--- config.mk ---
export PLATFORM = sky130hd
export DESIGN_NAME = cnn_ctrl
export DESIGN_NICKNAME = d
export VERILOG_FILES = /design/src/cnn_pkg.sv /design/src/engine_if.sv /design/src/cnn_ctrl.sv /design/src/fc_engine.sv /design/src/layer_sequencer.sv /design/src/pool_engine.sv
export SDC_FILE = /design/constraint.sdc
export NUM_CORES = 2
export LEC_CHECK = 0
export BUFFER_PORTS_ARGS = -buffer_cell sky130_fd_sc_hd__clkbuf_2
export CAP_MARGIN = 20
export CORE_MARGIN = 2
export CORE_UTILIZATION = 65
export CTS_CLUSTER_SIZE = 30
export DETAILED_ROUTE_END_ITERATION = 16
export HOLD_SLACK_MARGIN = 0.15
export PLACE_DENSITY_LB_ADDON = 0.05
export RECOVER_POWER = 25
export SLEW_MARGIN = 20
export SYNTH_ARGS = -nofsm -noshare
export SYNTH_HDL_FRONTEND = slang
export SYNTH_HIERARCHICAL = 1
export SYNTH_SLANG_ARGS = --single-unit
--- constraint.sdc ---
create_clock -name clk -period 10.3 [get_ports clk]
set_input_delay 0 -clock clk [delete_from_list [all_inputs] [get_ports clk]]
set_output_delay 0 -clock clk [all_outputs]
set_load 0.1 [all_outputs]
--- src/cnn_pkg.sv ---
package cnn_pkg;

	typedef logic signed [19:0] word_t;     // feature, weight or result
	typedef logic signed [39:0] acc_t;      // fc accumulator
	typedef logic [19:0] instr_t;
	typedef logic [11:0] feat_addr_t;
	typedef logic [15:0] wgt_addr_t;

	typedef enum logic [2:0] {
		POOL = 3'd2,
		FC   = 3'd3,
		END  = 3'd4
	} opcode_t;

	typedef enum logic [2:0] {
		idle,
		fetch,
		decode,
		run,
		finish
	} seq_state_t;

	localparam feat_addr_t PROG_TOP = 12'd4095;   // program grows downward from here
	localparam int FRAC_BITS = 12;
	localparam int POOL_WIN = 2;

	// instruction fields
	localparam int OP_MSB = 19;
	localparam int OP_LSB = 17;

	localparam int POOL_CH_MSB = 16;
	localparam int POOL_CH_LSB = 13;
	localparam int POOL_SIZE_MSB = 9;
	localparam int POOL_SIZE_LSB = 0;

	localparam int FC_MAPS_MSB = 16;
	localparam int FC_MAPS_LSB = 12;
	localparam int FC_MSIZE_MSB = 11;
	localparam int FC_MSIZE_LSB = 8;
	localparam int FC_CLS_MSB = 7;
	localparam int FC_CLS_LSB = 0;

endpackage

--- src/engine_if.sv ---
`timescale 1ns/1ps

interface engine_if ();
	import cnn_pkg::*;

	logic go;               // one-cycle start pulse
	instr_t instr;
	logic finished;         // one-cycle end pulse
	feat_addr_t mem_addr;
	word_t mem_wdata;
	logic mem_we;
	word_t mem_rdata;

	modport engine (
		input go,
		input instr,
		input mem_rdata,
		output finished,
		output mem_addr,
		output mem_wdata,
		output mem_we
	);

	modport sequencer (
		output go,
		output instr,
		output mem_rdata,
		input finished,
		input mem_addr,
		input mem_wdata,
		input mem_we
	);

endinterface

--- src/cnn_ctrl.sv ---
`timescale 1ns/1ps

module cnn_ctrl #(
	parameter cnn_pkg::wgt_addr_t FC_WEIGHT_BASE = 16'd940,
	parameter cnn_pkg::feat_addr_t FC_DST_BASE = 12'd1000
) (
	input logic clk,
	input logic reset,
	input logic start,
	output cnn_pkg::feat_addr_t feature_addr,
	input cnn_pkg::word_t feature_rdata,
	output cnn_pkg::word_t feature_wdata,
	output logic feature_we,
	output cnn_pkg::wgt_addr_t weight_addr,
	input cnn_pkg::word_t weight_rdata,
	output logic done
);

	engine_if pool_bus ();
	engine_if fc_bus ();

	layer_sequencer i_layer_sequencer (
		.clk           (clk),
		.reset         (reset),
		.start         (start),
		.feature_rdata (feature_rdata),
		.feature_addr  (feature_addr),
		.feature_wdata (feature_wdata),
		.feature_we    (feature_we),
		.done          (done),
		.pool          (pool_bus.sequencer),
		.fc            (fc_bus.sequencer)
	);

	pool_engine i_pool_engine (
		.clk   (clk),
		.reset (reset),
		.bus   (pool_bus.engine)
	);

	fc_engine #(
		.FC_WEIGHT_BASE (FC_WEIGHT_BASE),
		.FC_DST_BASE    (FC_DST_BASE)
	) i_fc_engine (
		.clk          (clk),
		.reset        (reset),
		.bus          (fc_bus.engine),
		.weight_addr  (weight_addr),
		.weight_rdata (weight_rdata)
	);

endmodule

--- src/fc_engine.sv ---
`timescale 1ns/1ps

module fc_engine #(
	parameter cnn_pkg::wgt_addr_t FC_WEIGHT_BASE = 16'd940,
	parameter cnn_pkg::feat_addr_t FC_DST_BASE = 12'd1000
) (
	input logic clk,
	input logic reset,
	engine_if.engine bus,
	output cnn_pkg::wgt_addr_t weight_addr,
	input cnn_pkg::word_t weight_rdata
);
	import cnn_pkg::*;

	typedef enum logic [1:0] {
		fc_idle,
		fc_read,
		fc_last,
		fc_write
	} fc_state_t;

	fc_state_t state;
	feat_addr_t maps;
	feat_addr_t msize;
	logic [7:0] classes;
	feat_addr_t n_total;    // features per class
	feat_addr_t cnt;
	logic [7:0] cls;
	logic last_class;
	logic rd_valid;         // product of last cycle's reads is on the inputs
	acc_t product;
	acc_t acc;

	assign maps = feat_addr_t'(bus.instr[FC_MAPS_MSB:FC_MAPS_LSB]);
	assign msize = feat_addr_t'(bus.instr[FC_MSIZE_MSB:FC_MSIZE_LSB]);
	assign classes = bus.instr[FC_CLS_MSB:FC_CLS_LSB];
	assign last_class = (cls == classes - 8'd1);

	assign product = bus.mem_rdata * weight_rdata;

	assign bus.mem_addr = (state == fc_write) ? FC_DST_BASE + feat_addr_t'(cls) : cnt;
	assign bus.mem_wdata = acc[FRAC_BITS + $bits(word_t) - 1:FRAC_BITS];
	assign bus.mem_we = (state == fc_write);
	assign bus.finished = (state == fc_write) && last_class;

	always_ff @(posedge clk or posedge reset) begin
		if (reset) begin
			state <= fc_idle;
			cnt <= '0;
			cls <= '0;
			rd_valid <= 1'b0;
			weight_addr <= FC_WEIGHT_BASE;
		end else begin
			rd_valid <= (state == fc_read);
			case (state)
				fc_idle: begin
					if (bus.go) begin
						state <= fc_read;
						cnt <= '0;
						cls <= '0;
						weight_addr <= FC_WEIGHT_BASE;
					end
				end
				fc_read: begin
					weight_addr <= weight_addr + 16'd1;   // runs on across classes
					if (cnt == n_total - 12'd1)
						state <= fc_last;
					else
						cnt <= cnt + 12'd1;
				end
				fc_last: state <= fc_write;
				fc_write: begin
					cnt <= '0;
					if (last_class) begin
						state <= fc_idle;
					end else begin
						cls <= cls + 8'd1;
						state <= fc_read;
					end
				end
				default: state <= fc_idle;
			endcase
		end
	end

	always_ff @(posedge clk) begin
		if (bus.go)
			n_total <= maps * msize * msize;
		if (bus.go || state == fc_write)
			acc <= '0;
		else if (rd_valid)
			acc <= acc + product;
	end

endmodule

--- src/layer_sequencer.sv ---
`timescale 1ns/1ps

module layer_sequencer (
	input logic clk,
	input logic reset,
	input logic start,
	input cnn_pkg::word_t feature_rdata,
	output cnn_pkg::feat_addr_t feature_addr,
	output cnn_pkg::word_t feature_wdata,
	output logic feature_we,
	output logic done,
	engine_if.sequencer pool,
	engine_if.sequencer fc
);
	import cnn_pkg::*;

	seq_state_t state;
	seq_state_t next_state;
	feat_addr_t pc;
	instr_t instr;
	logic fetch_phase;     // second fetch cycle, read data valid
	opcode_t op;
	logic eng_finished;

	assign op = opcode_t'(instr[OP_MSB:OP_LSB]);

	assign pool.instr = instr;
	assign fc.instr = instr;
	assign pool.mem_rdata = feature_rdata;
	assign fc.mem_rdata = feature_rdata;

	assign pool.go = (state == decode) && (op == POOL);
	assign fc.go = (state == decode) && (op == FC);

	assign eng_finished = (op == FC) ? fc.finished : pool.finished;

	always_comb begin
		next_state = state;
		case (state)
			idle: begin
				if (start)
					next_state = fetch;
			end
			fetch: begin
				if (fetch_phase)
					next_state = decode;
			end
			decode: begin
				case (op)
					POOL, FC: next_state = run;
					END: next_state = finish;
					default: next_state = fetch;   // unsupported opcode, skip it
				endcase
			end
			run: begin
				if (eng_finished)
					next_state = fetch;
			end
			finish: next_state = idle;
			default: next_state = idle;
		endcase
	end

	always_ff @(posedge clk or posedge reset) begin
		if (reset) begin
			state <= idle;
			pc <= PROG_TOP;
			fetch_phase <= 1'b0;
			done <= 1'b0;
		end else begin
			state <= next_state;
			fetch_phase <= (state == fetch) && !fetch_phase;
			if (state == idle && start) begin
				pc <= PROG_TOP;
				done <= 1'b0;
			end else if (state == fetch && fetch_phase) begin
				pc <= pc - 12'd1;
			end
			if (state == decode && op == END)
				done <= 1'b1;
		end
	end

	always_ff @(posedge clk) begin
		if (state == fetch && fetch_phase)
			instr <= feature_rdata;
	end

	// the running engine owns the memory port, otherwise the program counter
	always_comb begin
		feature_addr = pc;
		feature_wdata = '0;
		feature_we = 1'b0;
		if (state == run) begin
			if (op == FC) begin
				feature_addr = fc.mem_addr;
				feature_wdata = fc.mem_wdata;
				feature_we = fc.mem_we;
			end else begin
				feature_addr = pool.mem_addr;
				feature_wdata = pool.mem_wdata;
				feature_we = pool.mem_we;
			end
		end
	end

endmodule

--- src/pool_engine.sv ---
`timescale 1ns/1ps

module pool_engine (
	input logic clk,
	input logic reset,
	engine_if.engine bus
);
	import cnn_pkg::*;

	localparam logic [2:0] WRITE_PHASE = 3'(POOL_WIN * POOL_WIN);
	localparam feat_addr_t STEP = feat_addr_t'(POOL_WIN);

	logic busy;
	logic [2:0] phase;      // 0..3 window reads, then write
	feat_addr_t in_size;
	feat_addr_t half_size;
	feat_addr_t ch_count;
	feat_addr_t x;
	feat_addr_t row_addr;   // start of the current input row pair
	feat_addr_t out_cnt;
	feat_addr_t out_total;
	feat_addr_t rd_base;
	word_t max_val;
	logic last_out;

	assign in_size = feat_addr_t'(bus.instr[POOL_SIZE_MSB:POOL_SIZE_LSB]);
	assign ch_count = feat_addr_t'(bus.instr[POOL_CH_MSB:POOL_CH_LSB]);
	assign half_size = in_size / STEP;

	assign rd_base = row_addr + x;
	assign last_out = (out_cnt == out_total - 12'd1);

	always_comb begin
		case (phase)
			3'd0: bus.mem_addr = rd_base;
			3'd1: bus.mem_addr = rd_base + 12'd1;
			3'd2: bus.mem_addr = rd_base + in_size;
			3'd3: bus.mem_addr = rd_base + in_size + 12'd1;
			default: bus.mem_addr = out_cnt;
		endcase
	end

	// last read arrives in the write cycle itself
	assign bus.mem_wdata = (bus.mem_rdata > max_val) ? bus.mem_rdata : max_val;
	assign bus.mem_we = busy && (phase == WRITE_PHASE);
	assign bus.finished = busy && (phase == WRITE_PHASE) && last_out;

	always_ff @(posedge clk or posedge reset) begin
		if (reset) begin
			busy <= 1'b0;
			phase <= '0;
			x <= '0;
			row_addr <= '0;
			out_cnt <= '0;
		end else if (bus.go) begin
			busy <= 1'b1;
			phase <= '0;
			x <= '0;
			row_addr <= '0;
			out_cnt <= '0;
		end else if (busy) begin
			if (phase == WRITE_PHASE) begin
				phase <= '0;
				out_cnt <= out_cnt + 12'd1;
				busy <= !last_out;
				if (x == in_size - STEP) begin
					x <= '0;
					row_addr <= row_addr + STEP * in_size;   // planes are contiguous
				end else begin
					x <= x + STEP;
				end
			end else begin
				phase <= phase + 3'd1;
			end
		end
	end

	always_ff @(posedge clk) begin
		if (phase == 3'd1)
			max_val <= bus.mem_rdata;
		else if ((phase == 3'd2 || phase == 3'd3) && bus.mem_rdata > max_val)
			max_val <= bus.mem_rdata;
		if (bus.go)
			out_total <= ch_count * half_size * half_size;
	end

endmodule

## After elaboration in Yosys (flattened, before gate mapping)

Cells that the tools add are included.
W data, S select, Z words.

| word-level totals | value |
|---|---|
| flip-flop bits (word level) | 200 |
| bits of input ports | 43 |
| output and inout bits | 50 |
| logic and storage cells | 151 |

| operators by class | value |
|---|---|
| muxes and demuxes | 50 |
| $lt $le $gt $ge | 1 |
| reduce and logical (&&, ||, !) cells | 34 |
| eq/ne operators | 24 |
| $mul | 5 |
| $add $sub $neg | 18 |

Operator list:

| operator | count |
|---|---|
| $mux W12 | 18 |
| $mux W20 | 5 |
| $add A12 B1 Y12 const B | 4 |
| $pmux W12 S4 | 1 |
| $add A40 B40 Y40 | 1 |
| $mul A20 B20 Y40 | 1 |
| $eq A12 B12 Y1 | 3 |
| $pmux W12 S3 | 1 |
| $sub A12 B1 Y12 const B | 3 |
| $pmux W16 S2 | 1 |
| $gt A20 B20 Y1 | 1 |
| $eq A3 B2 Y1 const B | 6 |
| $mux W3 | 6 |
| $add A16 B1 Y16 const B | 1 |
| $mux W16 | 1 |
| $mux W8 | 2 |
| $pmux W8 S2 | 1 |
| $reduce_bool A2 Y1 | 8 |
| $add A12 B10 Y12 | 1 |
| $add A12 B11 Y12 | 1 |
| $add A12 B12 Y12 | 1 |
| $add A12 B2 Y12 const B | 1 |
| $mul A12 B4 Y12 | 1 |
| $mul A12 B9 Y12 | 1 |
| other kinds (28) | 62 |

## Longest topological paths before layout

| depth | value |
|---|---|
| word-level depth | 6 |
| mapped depth | 30 |

## Modules after synthesis

The synthesis kept the hierarchy.

Modules (own cells, without submodules):

| module | sequential area each (sq um) | cells an instance | instances | area each (sq um) |
|---|---|---|---|---|
| fc_engine | 1984.4 | 2269 | 1 | 19946.6 |
| pool_engine | 1911.8 | 1037 | 1 | 8971.1 |
| layer_sequencer | 1041.0 | 287 | 1 | 2552.4 |

## Least setup slack after synthesis

No wires, ideal clock.

| path | value |
|---|---|
| path type | flip-flop to flip-flop |
| start | register i_layer_sequencer.instr[5] (netlist: i_layer_sequencer/fc.instr[5]) |
| end | register i_pool_engine.out_total[11], data pin |
| slack | 3.041 ns |
| cell stages (with the launch flop) | 31 |
| data arrival time | 7.002 ns |
| required time | 10.042 ns |
| buffers on the path | 3 |
| cells stage by stage | edfxtp_1 buf_4 buf_2 clkbuf_1 nand2_1 fa_1 fa_1 inv_1 ha_1 or2_2 o211a_1 o21ai_0 nor2b_1 xnor2_1 nand2_1 fa_1 inv_1 fa_1 fa_1 inv_1 fa_1 inv_1 ha_1 nand2_1 o21ai_1 o21ai_0 nand2b_1 a21oi_1 xor2_1 xnor3_1 xnor2_1 |

| between the ends | value |
|---|---|
| longest elaborated chain between the ends | 2 |

Ends and longest elaborated chain:

| element | RTL line | text |
|---|---|---|
| from (decl) | layer_sequencer.sv:20 | `instr_t instr;` |
| from (signal assigned) | layer_sequencer.sv:86 | `instr <= feature_rdata;` |
| $mul A4 B9 Y12 | pool_engine.sv:84 | `out_total <= ch_count * half_size * half_size;` |
| $mul A12 B9 Y12 (*) | pool_engine.sv:84 |  |
| to (signal assigned) | pool_engine.sv:84 |  |
| to (decl) | pool_engine.sv:21 | `feat_addr_t out_total;` |

Mark *: on every way between the ends. The rest lies on a longest branch, timed or not.
A chain may end at the register's enable or synchronous reset.

## Worst setup path in the final report

| path | value |
|---|---|
| start | input feature_rdata[12] |
| end | register i_fc_engine.acc[23] |

| between the ends | value |
|---|---|
| longest elaborated chain between the ends | 2 |

Ends and longest elaborated chain:

| element | RTL line | text |
|---|---|---|
| from (decl) | cnn_ctrl.sv:11 | `input cnn_pkg::word_t feature_rdata,` |
| $mul A20 B20 Y40 | fc_engine.sv:39 | `assign product = bus.mem_rdata * weight_rdata;` |
| $add A40 B40 Y40 | fc_engine.sv:92 | `acc <= acc + product;` |
| to (signal assigned) | fc_engine.sv:92 |  |
| to (decl) | fc_engine.sv:32 | `acc_t acc;` |

No other way between the ends.

==> metrics.yaml <==
status: "finished, violations left"
violations: "max-capacitance violations, max-slew violations"
reg2reg_to: "i_pool_engine/out_total[11]$_DFFE_PP_"
reg2regPathDepth: 27
grt_max_degree: 41
cts_buffers: 17
crit_type: "primary input to flop"
clockBufferDepth: 2
dpl.hpwl_um: 61100
initial_utilization: 0.658
setup_violations: 0
required_ns: 10.62
cp_max_fo: 24
crit_arrival_ns: 8.16
ios: 93
fin_worst_skew_ns: 0.0144
die_area_mm2: 0.0501
worstSetupEndpointType: "flop"
fin_cells: 4138
synth_area_mm2: 0.0314
critPathTopFamily: "adder cells"
seq_area_mm2: 0.00494
rsz0062_at_grt: "no"
hold_viol: 0
hold_class: "primary input to async pin"
whs_ns: 0.210
max-cap-violations: 9
synth_warnings: 6
start_kind: "primary input"
worstMarginPinSlew_ns: 2.24
critical_path.max_stage_delay_ns: 1.09
worst-path-buf-inv: 7
final_common_cell: "inv_1"
rrSetupSlack_ns: 2.55
initialDrtViolationCount: 1628
routed_via_density: 5.80
clockRootBuffer: "clkbuf_16"
multi_input_area_mm2: 0.0228
post_cts_buffers: 0
clk_latency_ns: 0.46
cts_num_sinks: 190
die_w_um: 224
finalNetCount: 4239
dr.pass1.iters: 7
period_needed_ns: 7.84
gp_congestion: 0.928
fp-row-count: 80
synthCells: 3587
clock.fmax_mhz: 128
final_cell_mix: "inv_1, nand2_1, fa_1, ha_1, and2_1"
tritoncts: "built"
critPathSlowestCell: "clkbuf_1"
placed_cells: 4094
drive_gt1_frac: 0.0608
vias: 23999
final_antenna_net_count: 0
cpMostUsedCell: "fa_1"
core_area_mm2: 0.0477
grt_pass1_vias: 25028
relSlewSlack: -0.496
maxSlewViolCount: 249
port_buffers: 92
reg2reg_from: "i_layer_sequencer/fc.instr[5]$_DFFE_PP_"
antenna_found_initial: 1
post-route-drc-count: 0
final_core_util: 0.678
setup_tns_ns: 0
clk_pin_slew_worst_paths_ns: 0.08
die_h_um: 224
track_usage: 0.325
htreeDepth: 4
crit_chain: "dlygate4sd3_1 > clkbuf_2 > clkbuf_1 > and2_1 > fa_1 > fa_1 > inv_1 > fa_1 > inv_1 > fa_1 > fa_1 > fa_1 > inv_1 > fa_1 > inv_1 > ha_1 > a211o_1 > a211o_1 > a21oi_1 > o21ai_0 > a2111oi_0 > or3_1 > o311ai_0"
fill_cells: 3913
wl_per_cell_um: 18.9
syn_area_per_cell_um2: 8.76
grt.overflow.total: 0
area_growth_pct: 3.02
routed_wirelength_um: 78300
grt_pass1_wl_um: 129000
min_period_over_period: 0.761
sequential cells by signal (all words and copies together) (netlist names), 2 cells and up:
register and count:
i_pool_engine/out_cnt 12, i_fc_engine/acc 32, i_fc_engine/state 2, i_fc_engine/cls 8, i_pool_engine/max_val 20, i_pool_engine/x 11
i_fc_engine/weight_addr 16, i_fc_engine/cnt 12, i_pool_engine/out_total 12, i_fc_engine/n_total 12, i_pool_engine/phase 3, i_layer_sequencer/pc 12
i_pool_engine/row_addr 11, i_layer_sequencer/state 3, i_layer_sequencer/fc.instr 20
cell type report:
cell class	instances	area share
Antenna cell	2	0.000155
Multi-Input combinational cell	2496	0.704
Timing Repair Buffer	125	0.0215
Inverter	678	0.0786
Tap cell	615	0.0238
Clock buffer	18	0.0139
Clock inverter	14	0.00533
Sequential cell	190	0.153
tightest hold or removal path: cells and delay by family:
kind / cells / cell delay, ns
buffers and inverters: 3 / 1.17
per-stage QoR:
step	cell area, um^2	setup slack, ns
2_1_floorplan	31400	3.04
3_3_place_gp	31700	2.67
3_5_place_dp	31700	2.61
4_1_cts	32400	2.55
5_1_grt	32400	2.13
6_report	32400	2.46
routing by layer:
layer	track usage	wire length [um]	vias to the layer above
li1	-	-	11023
met1	0.423	32000	11942
met2	0.558	38200	862
met3	0.0399	5030	170
met4	0.126	3000	2
met5	0	13	-
timing repair:
item / 4_1_cts / 5_1_grt
setup endpoints to repair: 0 / 0
endpoints found under the hold margin: 123 / 0
hold buffers: 10 / 0
gates resized for setup: 0 / 0
worst max-delay path by stage:
stage,slack [ns],from,end,cells past startpoint
after floorplan,3.04,i_layer_sequencer/fc.instr[5]$_DFFE_PP_,i_pool_engine/out_total[11]$_DFFE_PP_,30
after global placement,2.67,i_layer_sequencer/fc.instr[5]$_DFFE_PP_,i_pool_engine/out_total[11]$_DFFE_PP_,27
after detailed placement,2.61,i_layer_sequencer/fc.instr[5]$_DFFE_PP_,i_pool_engine/out_total[11]$_DFFE_PP_,27
after CTS,2.55,i_layer_sequencer/fc.instr[5]$_DFFE_PP_,i_pool_engine/out_total[11]$_DFFE_PP_,27
after global routing,2.13,i_layer_sequencer/fc.instr[5]$_DFFE_PP_,i_pool_engine/out_total[11]$_DFFE_PP_,27
final,2.46,feature_rdata[12],i_fc_engine/acc[23]$_SDFFE_PP0P_,23
Power is left out: the tool's default activity adds up to more than one toggle a clock period on the data nets, which glitch-free logic cannot reach.
